===== config.mk =====
export PLATFORM = sky130hd
export DESIGN_NAME = hacd_core
export DESIGN_NICKNAME = d
export VERILOG_FILES = /design/src/design/hacd_bus_pkg.sv /design/src/design/hacd_ctrl_pkg.sv /design/src/design/hacd_ctrl_unit.sv /design/src/design/hacd_cpu_stall.sv /design/src/design/hacd_att.sv /design/src/design/hacd_pgwr_mngr.sv /design/src/design/hacd_mc_mux.sv /design/src/design/hacd_core.sv
export VERILOG_INCLUDE_DIRS = /design/src /design/src/design
export SDC_FILE = /design/constraint.sdc
export NUM_CORES = 1
export LEC_CHECK = 0
export ABC_AREA = 1
export BUFFER_PORTS_ARGS = -buffer_cell sky130_fd_sc_hd__buf_4
export CORE_ASPECT_RATIO = 1.25
export CORE_MARGIN = 2
export CORE_UTILIZATION = 53
export CTS_CLUSTER_DIAMETER = 60
export DETAILED_ROUTE_END_ITERATION = 16
export PLACE_DENSITY = 0.81
export SYNTH_ARGS = -nofsm -noshare
export SYNTH_HDL_FRONTEND = slang
export SYNTH_HIERARCHICAL = 1
export SYNTH_SLANG_ARGS = --single-unit
export TNS_END_PERCENT = 20

===== constraint.sdc =====
create_clock -name clk_i -period 3.6 [get_ports clk_i]
set_clock_uncertainty 0.2 [all_clocks]
set_input_delay 0.18 -clock clk_i [delete_from_list [all_inputs] [get_ports clk_i]]
set_output_delay 0.18 -clock clk_i [all_outputs]
set_load 0.05 [all_outputs]

===== src/design/hacd_consts.svh =====
// widths, translation table size, free-page list placement
// and stall buffer depth for the hacd core
`ifndef HACD_CONSTS_SVH
`define HACD_CONSTS_SVH

//////////////////////////////////////////////////
// datapath widths
`define HACD_DATA_W       32
`define HACD_PAGE_W       4   // page number, 16 ATT entries
`define HACD_OFFSET_W     12  // byte offset inside a page
`define HACD_MC_ADDR_W    16  // page + offset toward memory
`define HACD_CPU_ADDR_W   17  // msb selects the ATT window

// translation table
`define HACD_ATT_ENTRIES  (1 << `HACD_PAGE_W)

//////////////////////////////////////////////////
// free-page list written at init
`define HACD_LIST_BASE        16'hF000
`define HACD_LIST_ENTRIES     8
`define HACD_FREE_PAGE_FIRST  8   // word i holds first + i

// cpu requests held while init runs
`define HACD_STALL_DEPTH  4

`endif


===== src/design/hacd_bus_pkg.sv =====
// request and response structs for the cpu and memory ports,
// plus the two decodes of a cpu address
package hacd_bus_pkg;

`include "hacd_consts.svh"

   // normal memory view of a cpu address
   typedef struct packed {
      logic                      win;     // 0 here
      logic [`HACD_PAGE_W-1:0]   page;
      logic [`HACD_OFFSET_W-1:0] offset;
   } mem_addr_t;

   // ATT window view, index picks a table entry
   typedef struct packed {
      logic                                      win;   // 1 here
      logic [`HACD_CPU_ADDR_W-1-`HACD_PAGE_W-1:0] pad;   // ignored
      logic [`HACD_PAGE_W-1:0]                   idx;
   } att_addr_t;

   // same 17 bit word, decoded by the window flag
   typedef union packed {
      mem_addr_t mem;
      att_addr_t att;
   } cpu_addr_u;

   typedef struct packed {
      logic                    valid;
      logic                    write;
      cpu_addr_u               addr;
      logic [`HACD_DATA_W-1:0] data;
   } cpu_req_t;   // 51 bits

   typedef struct packed {
      logic                       valid;
      logic                       write;
      logic [`HACD_MC_ADDR_W-1:0] addr;
      logic [`HACD_DATA_W-1:0]    data;
   } mc_req_t;    // 50 bits

   // read data back, memory side and cpu side alike
   typedef struct packed {
      logic                    valid;
      logic [`HACD_DATA_W-1:0] data;
   } rsp_t;

endpackage


===== src/design/hacd_ctrl_pkg.sv =====
// control phase encoding, broadcast state, init handshakes
// and ATT update record
package hacd_ctrl_pkg;

`include "hacd_consts.svh"

   typedef enum logic [1:0] {
      IDLE      = 2'd0,
      INIT_ATT  = 2'd1,   // identity fill of the table
      INIT_LIST = 2'd2,   // free-page list toward memory
      ACTIVE    = 2'd3
   } hacd_phase_e;

   // broadcast from the control unit
   typedef struct packed {
      hacd_phase_e phase;
      logic        bypass;   // inactive core, no translation
   } ctrl_state_t;

   typedef struct packed {
      logic att_start;
      logic att_done;
      logic list_start;
      logic list_done;
   } init_hs_t;

   // one table write, from init or from the window
   typedef struct packed {
      logic                    valid;
      logic [`HACD_PAGE_W-1:0] index;
      logic [`HACD_PAGE_W-1:0] page;
   } att_upd_t;

endpackage


===== src/design/hacd_ctrl_unit.sv =====
// control unit: phase FSM sequencing ATT fill, then list write,
// or jumping straight to active in bypass
`timescale 1ns/1ns

module hacd_ctrl_unit
   import hacd_ctrl_pkg::*;
(
   input  logic        clk_i,
   input  logic        rst_n_i,
   input  logic        hawk_inactive_i,
   input  logic        att_done_i,    // from hacd_att
   input  logic        list_done_i,   // from page writer
   output logic        att_start_o,
   output logic        list_start_o,
   output ctrl_state_t state_o
);

   hacd_phase_e phase_q;
   logic        bypass_q;

   //////////////////////////////////////////////////
   // phase sequencer
   always_ff @(posedge clk_i) begin
      if (!rst_n_i) begin
         phase_q      <= IDLE;
         bypass_q     <= 1'b0;
         att_start_o  <= 1'b0;
         list_start_o <= 1'b0;
      end else begin
         att_start_o  <= 1'b0;   // strobes, one cycle only
         list_start_o <= 1'b0;
         case (phase_q)
            IDLE: begin
               bypass_q <= hawk_inactive_i;   // sampled once after reset
               if (hawk_inactive_i) begin
                  phase_q <= ACTIVE;   // no init at all
               end else begin
                  att_start_o <= 1'b1;
                  phase_q     <= INIT_ATT;
               end
            end
            INIT_ATT: begin
               if (att_done_i) begin
                  list_start_o <= 1'b1;
                  phase_q      <= INIT_LIST;
               end
            end
            INIT_LIST: begin
               if (list_done_i) phase_q <= ACTIVE;
            end
            default: phase_q <= ACTIVE;   // stays until reset
         endcase
      end
   end

   assign state_o = '{phase: phase_q, bypass: bypass_q};

endmodule


===== src/design/hacd_cpu_stall.sv =====
// stall FIFO for cpu requests, drained one per cycle
// once the core is active
`timescale 1ns/1ns
`include "hacd_consts.svh"

module hacd_cpu_stall
   import hacd_bus_pkg::*, hacd_ctrl_pkg::*;
(
   input  logic        clk_i,
   input  logic        rst_n_i,
   input  cpu_req_t    cpu_req_i,
   input  ctrl_state_t state_i,
   output cpu_req_t    req_o     // registered, toward ATT
);

   localparam int PTR_W = $clog2(`HACD_STALL_DEPTH);
   localparam int CNT_W = $clog2(`HACD_STALL_DEPTH + 1);

   cpu_req_t         fifo_mem [`HACD_STALL_DEPTH];
   logic [PTR_W-1:0] wr_ptr;
   logic [PTR_W-1:0] rd_ptr;
   logic [CNT_W-1:0] count;

   logic     active;
   logic     push;
   logic     pop;
   cpu_req_t req_nxt;

   assign active = (state_i.phase == ACTIVE);
   assign pop    = active && (count != '0);   // drain oldest first
   // empty and active: request skips the storage
   assign push   = cpu_req_i.valid && !(active && (count == '0));

   always_comb begin
      req_nxt       = cpu_req_i;
      req_nxt.valid = 1'b0;
      if (pop) begin
         req_nxt       = fifo_mem[rd_ptr];
         req_nxt.valid = 1'b1;
      end else if (active && cpu_req_i.valid) begin
         req_nxt = cpu_req_i;   // 1 cycle through path
      end
   end

   //////////////////////////////////////////////////
   // storage, pointers and count
   always_ff @(posedge clk_i) begin
      if (push) fifo_mem[wr_ptr] <= cpu_req_i;
   end

   always_ff @(posedge clk_i) begin
      if (!rst_n_i) begin
         wr_ptr <= '0;
         rd_ptr <= '0;
         count  <= '0;
      end else begin
         if (push) wr_ptr <= wr_ptr + 1'b1;   // depth is a power of two
         if (pop)  rd_ptr <= rd_ptr + 1'b1;
         count <= count + CNT_W'(push) - CNT_W'(pop);
      end
   end

   always_ff @(posedge clk_i) begin
      req_o <= req_nxt;
      if (!rst_n_i) req_o.valid <= 1'b0;
   end

endmodule


===== src/design/hacd_att.sv =====
// address translation table: identity fill at init, window
// updates from the cpu, registered page lookup
`timescale 1ns/1ns
`include "hacd_consts.svh"

module hacd_att
   import hacd_bus_pkg::*, hacd_ctrl_pkg::*;
(
   input  logic        clk_i,
   input  logic        rst_n_i,
   input  ctrl_state_t state_i,
   input  logic        init_start_i,
   output logic        init_done_o,
   input  cpu_req_t    req_i,
   output mc_req_t     req_o
);

   logic [`HACD_PAGE_W-1:0] att_tbl [`HACD_ATT_ENTRIES];   // page map

   logic                    init_busy;
   logic [`HACD_PAGE_W-1:0] init_cnt;
   logic                    accept;
   logic                    win_hit;
   att_upd_t                upd;
   mc_req_t                 fwd;

   assign accept  = req_i.valid && (state_i.phase == ACTIVE);
   assign win_hit = req_i.addr.mem.win && !state_i.bypass;   // window off in bypass

   //////////////////////////////////////////////////
   // identity fill, one entry per cycle
   always_ff @(posedge clk_i) begin
      if (!rst_n_i) begin
         init_busy   <= 1'b0;
         init_cnt    <= '0;
         init_done_o <= 1'b0;
      end else begin
         init_done_o <= 1'b0;
         if (init_start_i) begin
            init_busy <= 1'b1;
            init_cnt  <= '0;
         end else if (init_busy) begin
            init_cnt <= init_cnt + 1'b1;
            if (init_cnt == `HACD_PAGE_W'(`HACD_ATT_ENTRIES - 1)) begin
               init_busy   <= 1'b0;
               init_done_o <= 1'b1;   // last entry written this edge
            end
         end
      end
   end

   // table write source, init wins
   always_comb begin
      upd = '0;
      if (init_busy) begin
         upd.valid = 1'b1;
         upd.index = init_cnt;
         upd.page  = init_cnt;
      end else if (accept && win_hit && req_i.write) begin
         upd.valid = 1'b1;
         upd.index = req_i.addr.att.idx;
         upd.page  = req_i.data[`HACD_PAGE_W-1:0];   // low page bits only
      end
   end

   always_ff @(posedge clk_i) begin
      if (upd.valid) att_tbl[upd.index] <= upd.page;
   end

   //////////////////////////////////////////////////
   // lookup and forward
   always_comb begin
      fwd.valid = accept && !win_hit;   // window accesses stop here
      fwd.write = req_i.write;
      fwd.data  = req_i.data;
      if (state_i.bypass)
         fwd.addr = {req_i.addr.mem.page, req_i.addr.mem.offset};
      else
         fwd.addr = {att_tbl[req_i.addr.mem.page], req_i.addr.mem.offset};
   end

   always_ff @(posedge clk_i) begin
      req_o <= fwd;
      if (!rst_n_i) req_o.valid <= 1'b0;
   end

endmodule


===== src/design/hacd_pgwr_mngr.sv =====
// page writer: free-page list, one write per cycle to memory
`timescale 1ns/1ns
`include "hacd_consts.svh"

module hacd_pgwr_mngr
   import hacd_bus_pkg::*;
(
   input  logic    clk_i,
   input  logic    rst_n_i,
   input  logic    start_i,
   output logic    done_o,
   output mc_req_t req_o    // toward the mc mux
);

   localparam int CNT_W = $clog2(`HACD_LIST_ENTRIES);

   logic             busy;
   logic [CNT_W-1:0] ent_cnt;   // list word in flight
   mc_req_t          wr_nxt;

   always_comb begin
      wr_nxt.valid = busy;
      wr_nxt.write = 1'b1;
      wr_nxt.addr  = `HACD_LIST_BASE + `HACD_MC_ADDR_W'(ent_cnt);
      wr_nxt.data  = `HACD_DATA_W'(`HACD_FREE_PAGE_FIRST) + `HACD_DATA_W'(ent_cnt);
   end

   always_ff @(posedge clk_i) begin
      if (!rst_n_i) begin
         busy    <= 1'b0;
         ent_cnt <= '0;
         done_o  <= 1'b0;
      end else begin
         done_o <= 1'b0;
         if (start_i) begin
            busy    <= 1'b1;
            ent_cnt <= '0;
         end else if (busy) begin
            ent_cnt <= ent_cnt + 1'b1;
            if (ent_cnt == CNT_W'(`HACD_LIST_ENTRIES - 1)) begin
               busy   <= 1'b0;
               done_o <= 1'b1;   // with the last write
            end
         end
      end
   end

   always_ff @(posedge clk_i) begin
      req_o <= wr_nxt;
      if (!rst_n_i) req_o.valid <= 1'b0;
   end

endmodule


===== src/design/hacd_mc_mux.sv =====
// memory port mux, page writer first, and the registered
// read response return to the cpu
`timescale 1ns/1ns

module hacd_mc_mux
   import hacd_bus_pkg::*;
(
   input  logic    clk_i,
   input  logic    rst_n_i,
   input  mc_req_t pgwr_req_i,
   input  mc_req_t cpu_req_i,   // translated, from ATT
   output mc_req_t mc_req_o,
   input  rsp_t    mc_rsp_i,
   output rsp_t    cpu_rsp_o
);

   mc_req_t sel_req;

   // cpu traffic is held until active, so no real contention
   always_comb begin
      if (pgwr_req_i.valid)
         sel_req = pgwr_req_i;
      else
         sel_req = cpu_req_i;
   end

   //////////////////////////////////////////////////
   // request toward the memory controller
   always_ff @(posedge clk_i) begin
      mc_req_o <= sel_req;
      if (!rst_n_i) mc_req_o.valid <= 1'b0;
   end

   // read data back, one cycle
   always_ff @(posedge clk_i) begin
      cpu_rsp_o <= mc_rsp_i;
      if (!rst_n_i) cpu_rsp_o.valid <= 1'b0;
   end

endmodule


===== src/design/hacd_core.sv =====
// hacd core top: control unit, stall FIFO, ATT,
// page writer and memory mux
`timescale 1ns/1ns

module hacd_core
   import hacd_bus_pkg::*, hacd_ctrl_pkg::*;
(
   input  logic     clk_i,
   input  logic     rst_n_i,
   input  logic     hawk_inactive_i,
   // cpu side
   input  cpu_req_t cpu_req_i,
   output rsp_t     cpu_rsp_o,
   // memory controller side
   output mc_req_t  mc_req_o,
   input  rsp_t     mc_rsp_i
);

   ctrl_state_t ctrl_state;   // broadcast phase and bypass
   init_hs_t    init_hs;
   cpu_req_t    stall_req;    // released cpu traffic
   mc_req_t     att_req;      // translated cpu traffic
   mc_req_t     pgwr_req;     // free-page list writes

   hacd_ctrl_unit u_ctrl_unit (
      .clk_i           (clk_i),
      .rst_n_i         (rst_n_i),
      .hawk_inactive_i (hawk_inactive_i),
      .att_done_i      (init_hs.att_done),
      .list_done_i     (init_hs.list_done),
      .att_start_o     (init_hs.att_start),
      .list_start_o    (init_hs.list_start),
      .state_o         (ctrl_state)
   );

   hacd_cpu_stall u_cpu_stall (
      .clk_i     (clk_i),
      .rst_n_i   (rst_n_i),
      .cpu_req_i (cpu_req_i),
      .state_i   (ctrl_state),
      .req_o     (stall_req)
   );

   hacd_att u_att (
      .clk_i        (clk_i),
      .rst_n_i      (rst_n_i),
      .state_i      (ctrl_state),
      .init_start_i (init_hs.att_start),
      .init_done_o  (init_hs.att_done),
      .req_i        (stall_req),
      .req_o        (att_req)
   );

   hacd_pgwr_mngr u_pgwr_mngr (
      .clk_i   (clk_i),
      .rst_n_i (rst_n_i),
      .start_i (init_hs.list_start),
      .done_o  (init_hs.list_done),
      .req_o   (pgwr_req)
   );

   hacd_mc_mux u_mc_mux (
      .clk_i      (clk_i),
      .rst_n_i    (rst_n_i),
      .pgwr_req_i (pgwr_req),
      .cpu_req_i  (att_req),
      .mc_req_o   (mc_req_o),
      .mc_rsp_i   (mc_rsp_i),
      .cpu_rsp_o  (cpu_rsp_o)
   );

endmodule


==> impl_metrics.py <==
metrics = {
    "place": {
        "io_buffers": 169,
        "globalplace.congestion": 0.8743,
        "dp_hpwl_um": 20790,
    },
    "power_and_ir_drop": {
        "p_clk_frac": 0.373,
        "swShare": 0.2490,
        "power_density_nw_per_um2": 580.5,
        "seq_power_share": 0.511,
        "vdd.ir_drop.worst_uv": 470.0,
        "p_leak_nw": 9.107,
        "p_int_mw": 9.250,
        "pwr-share-comb": 0.116,
        "fin_total_pwr_mw": 12.32,
        "switchingPower_mw": 3.067,
    },
    "synth": {
        "synth_area_per_cell_um2": 10.43,
        "netlist_instances": 1678,
        "syn_area_um2": 17510,
        "async_reset_ff_frac": 0,
        "ys_seq_area_frac": 0.6963,
        "ys_warn_count": 6,
        "synth.distinct_cells": 32,
        "ys_seq_elements": 477,
        "synthFlopType": "edfxtp_1",
        "synth_edf_count": 264,
    },
    "global_route": {
        "antenna_found_initial": 0,
        "grt.overflow.total": 0,
        "track_usage": 0.2033,
        "grt_pass1_vias": 11675,
        "grt_max_degree": 88,
        "grt_pass1_wl_um": 56750,
    },
    "timing": {
        "worst_pin_slew_ns": 1.068,
        "period_share": 0.7333,
        "fmax_ghz": 0.3788,
        "rsz0062_at_grt": "false",
        "hold_viol_final": 0,
        "maxSlewViolCount": 0,
        "finalSetupViolCount": 0,
        "setup_tns_ns": 0,
        "slew_headroom": 0.2871,
        "min_period_ns": 2.640,
    },
    "job": {
        "cap_violations": 0,
    },
    "outcome": {
        "status": "finished, final reports clean",
    },
    "floorplan": {
        "start_util": 0.5372,
        "die_area_um2": 34510,
        "fp.coreArea_um2": 32590,
        "rows": 74,
        "die-width_um": 166.6,
        "io-pin-count": 170,
        "fp.dieH_um": 207.2,
    },
    "cells_and_area": {
        "n_antenna_cell": 0,
        "nNetsFinal": 2022,
        "fillerInstances": 2362,
        "areaGrowthSynthToFinish_pct": 21.20,
        "drive_above_1_share": 0.1458,
    },
    "detailed_routing": {
        "dr.pass1.iters": 8,
        "wl_per_cell_um": 14.91,
        "via_per_inst": 4.911,
        "drc_errors": 0,
        "postRouteWirelength_um": 35490,
        "num_vias": 11688,
        "ant_nets": 0,
        "drtIter0Drc": 770,
    },
    "clocking": {
        "post_cts.repair.setup_buffers": 0,
        "cts.sinks": 477,
        "cts_buffers": 45,
        "cts_resized": 0,
        "root_buffer": "clkbuf_16",
        "cts_max_level": 2,
        "clk_latency_ns": 0.57,
        "hold_buffers": 89,
        "cts_tree": "built",
        "clkTransAtPathRegs_ns": 0.06,
        "clk_path_buf_depth": 3,
    },
    "worst_hold_path": {
        "worstHoldPathType": "in2reg",
    },
    "critical_path": {
        "start_kind": "register",
        "worstSetupEndpointType": "register",
        "required_ns": 3.85,
        "worstPathArrival_ns": 2.89,
        "path_max_fanout": 6,
        "path_class": "reg2reg",
    },
}
## cell type report
class	count	area, um2	share of cell area
inverter	153	575.6	0.02712
clock inverter	19	170.2	0.008019
multi-input combinational	977	4198	0.1978
clock buffer	65	1274	0.06003
sequential	477	12200	0.5748
tap	418	523.0	0.02465
timing repair buffer	271	2282	0.1076
## state kept, by name, indices dropped and copies added, names as in the netlist, 4 cells and up, named ones only
| name | count |
|---|---|
| u_att/att_tbl | 64 |
| u_att/init_cnt | 4 |
| u_att/req_o | 50 |
| u_cpu_stall/fifo_mem | 200 |
| u_cpu_stall/req_o | 51 |
| u_mc_mux/cpu_rsp_o | 33 |
| u_mc_mux/mc_req_o | 50 |
| u_pgwr_mngr/req_o | 4 |
## synthesized netlist by cell type, types with 6 or more instances
master	count	area share
edfxtp_1	264	0.45
buf_2	47	0.013
dfxtp_1	213	0.24
a21oi_1	7	0.0020
ha_1	9	0.0064
inv_1	148	0.032
nand2_2	18	0.0064
nor2_2	6	0.0021
o211ai_1	52	0.022
nor2_1	162	0.035
nand3_1	59	0.017
nand2_1	595	0.13
o21ai_0	11	0.0031
buf_4	59	0.025
## worst max-delay path, stage by stage, from the launching register on
cell	delay [ns]
dfxtp_1	0.42
nand2_1	0.08
inv_1	0.12
nand3_1	0.18
nand2_1	0.37
ha_1	0.30
inv_1	0.06
ha_1	0.13
inv_1	0.05
fa_1	0.37
inv_1	0.08
and2_1	0.13
nor2_1	0.04
## layout by cell type (no fill, tap or decap), types with 6 or more instances in the layout
cell / Yosys / final
nand2_1: 595 / 595
edfxtp_1: 264 / 264
dfxtp_1: 213 / 211
buf_4: 59 / 180
nor2_1: 162 / 158
inv_1: 148 / 148
dlygate4sd3_1: 0 / 89
nand3_1: 59 / 59
o211ai_1: 52 / 52
clkbuf_16: 0 / 46
conb_1: 2 / 43
nand2_2: 18 / 18
clkbuf_1: 1 / 13
o21ai_0: 11 / 11
clkinv_2: 0 / 9
ha_1: 9 / 9
a21oi_1: 7 / 7
nor2_2: 6 / 6
## power groups by stage
stage	clock, mW	sequential [mW]	combinational (mW)
after global placement	0	6.40	1.30
after detailed placement	0	6.41	1.34
after global routing	4.88	6.33	1.55
after CTS	4.67	6.30	1.43
final	4.59	6.30	1.43
after floorplan	0	6.68	0.637
## kinds of logic (layout without fill, tap and decap cells)
group           count (synthesis)  after routing  share of synthesized area
flops                         477            477                     0.6963
other cells                     2             43                  0.0004289
compound gates                 75             75                    0.02994
fa+ha+maj                      10             10                   0.007575
simple gates                  847            847                     0.1903
buf+inv                       265            508                    0.07439
xor+xnor                        2              2                   0.001001
## metal layers
metal / track usage / vias to the layer above / wire length (um)
li1: - / 5738 / -
met1: 0.2326 / 5483 / 13740
met2: 0.3738 / 371 / 18520
met3: 0.03477 / 96 / 2009
met4: 0.08561 / 0 / 1218
met5: 0 / - / 0
## path summary, 6_finish.rpt
| kind | startpoint | endpoint | slack [ns] | depth (start not counted) |
|---|---|---|---|---|
| max | u_ctrl_unit/phase_q[0] | u_cpu_stall/count[2] | 0.96 | 12 |
| min | mc_rsp_i[1] | u_mc_mux/cpu_rsp_o[1] | 0.06 | 2 |
| max reg2reg | u_ctrl_unit/phase_q[0] | u_cpu_stall/count[2] | 0.96 | 12 |
| min reg2reg | u_cpu_stall/req_o[18] | u_att/req_o[18] | 0.12 | 0 |
## per-stage QoR
| step | setup slack, ns | util | hold slack, ns | cells | instance area, um2 |
|---|---|---|---|---|---|
| 3_3_place_gp | 1.051 | 0.5794 | 0.08425 | 2207 | 18880 |
| 4_1_cts | 0.9486 | 0.6511 | 0.03747 | 2380 | 21220 |
| 5_1_grt | 0.7702 | 0.6511 | 0.04502 | 2380 | 21220 |
| 2_1_floorplan | 0.09170 | - | 0.007717 | 1719 | 17660 |
| 6_report | 0.9601 | 0.6511 | 0.05955 | 2380 | 21220 |
| 3_5_place_dp | 0.9497 | 0.5794 | 0.08563 | 2207 | 18880 |
No activity file was read; power rests on OpenSTA's default activity.
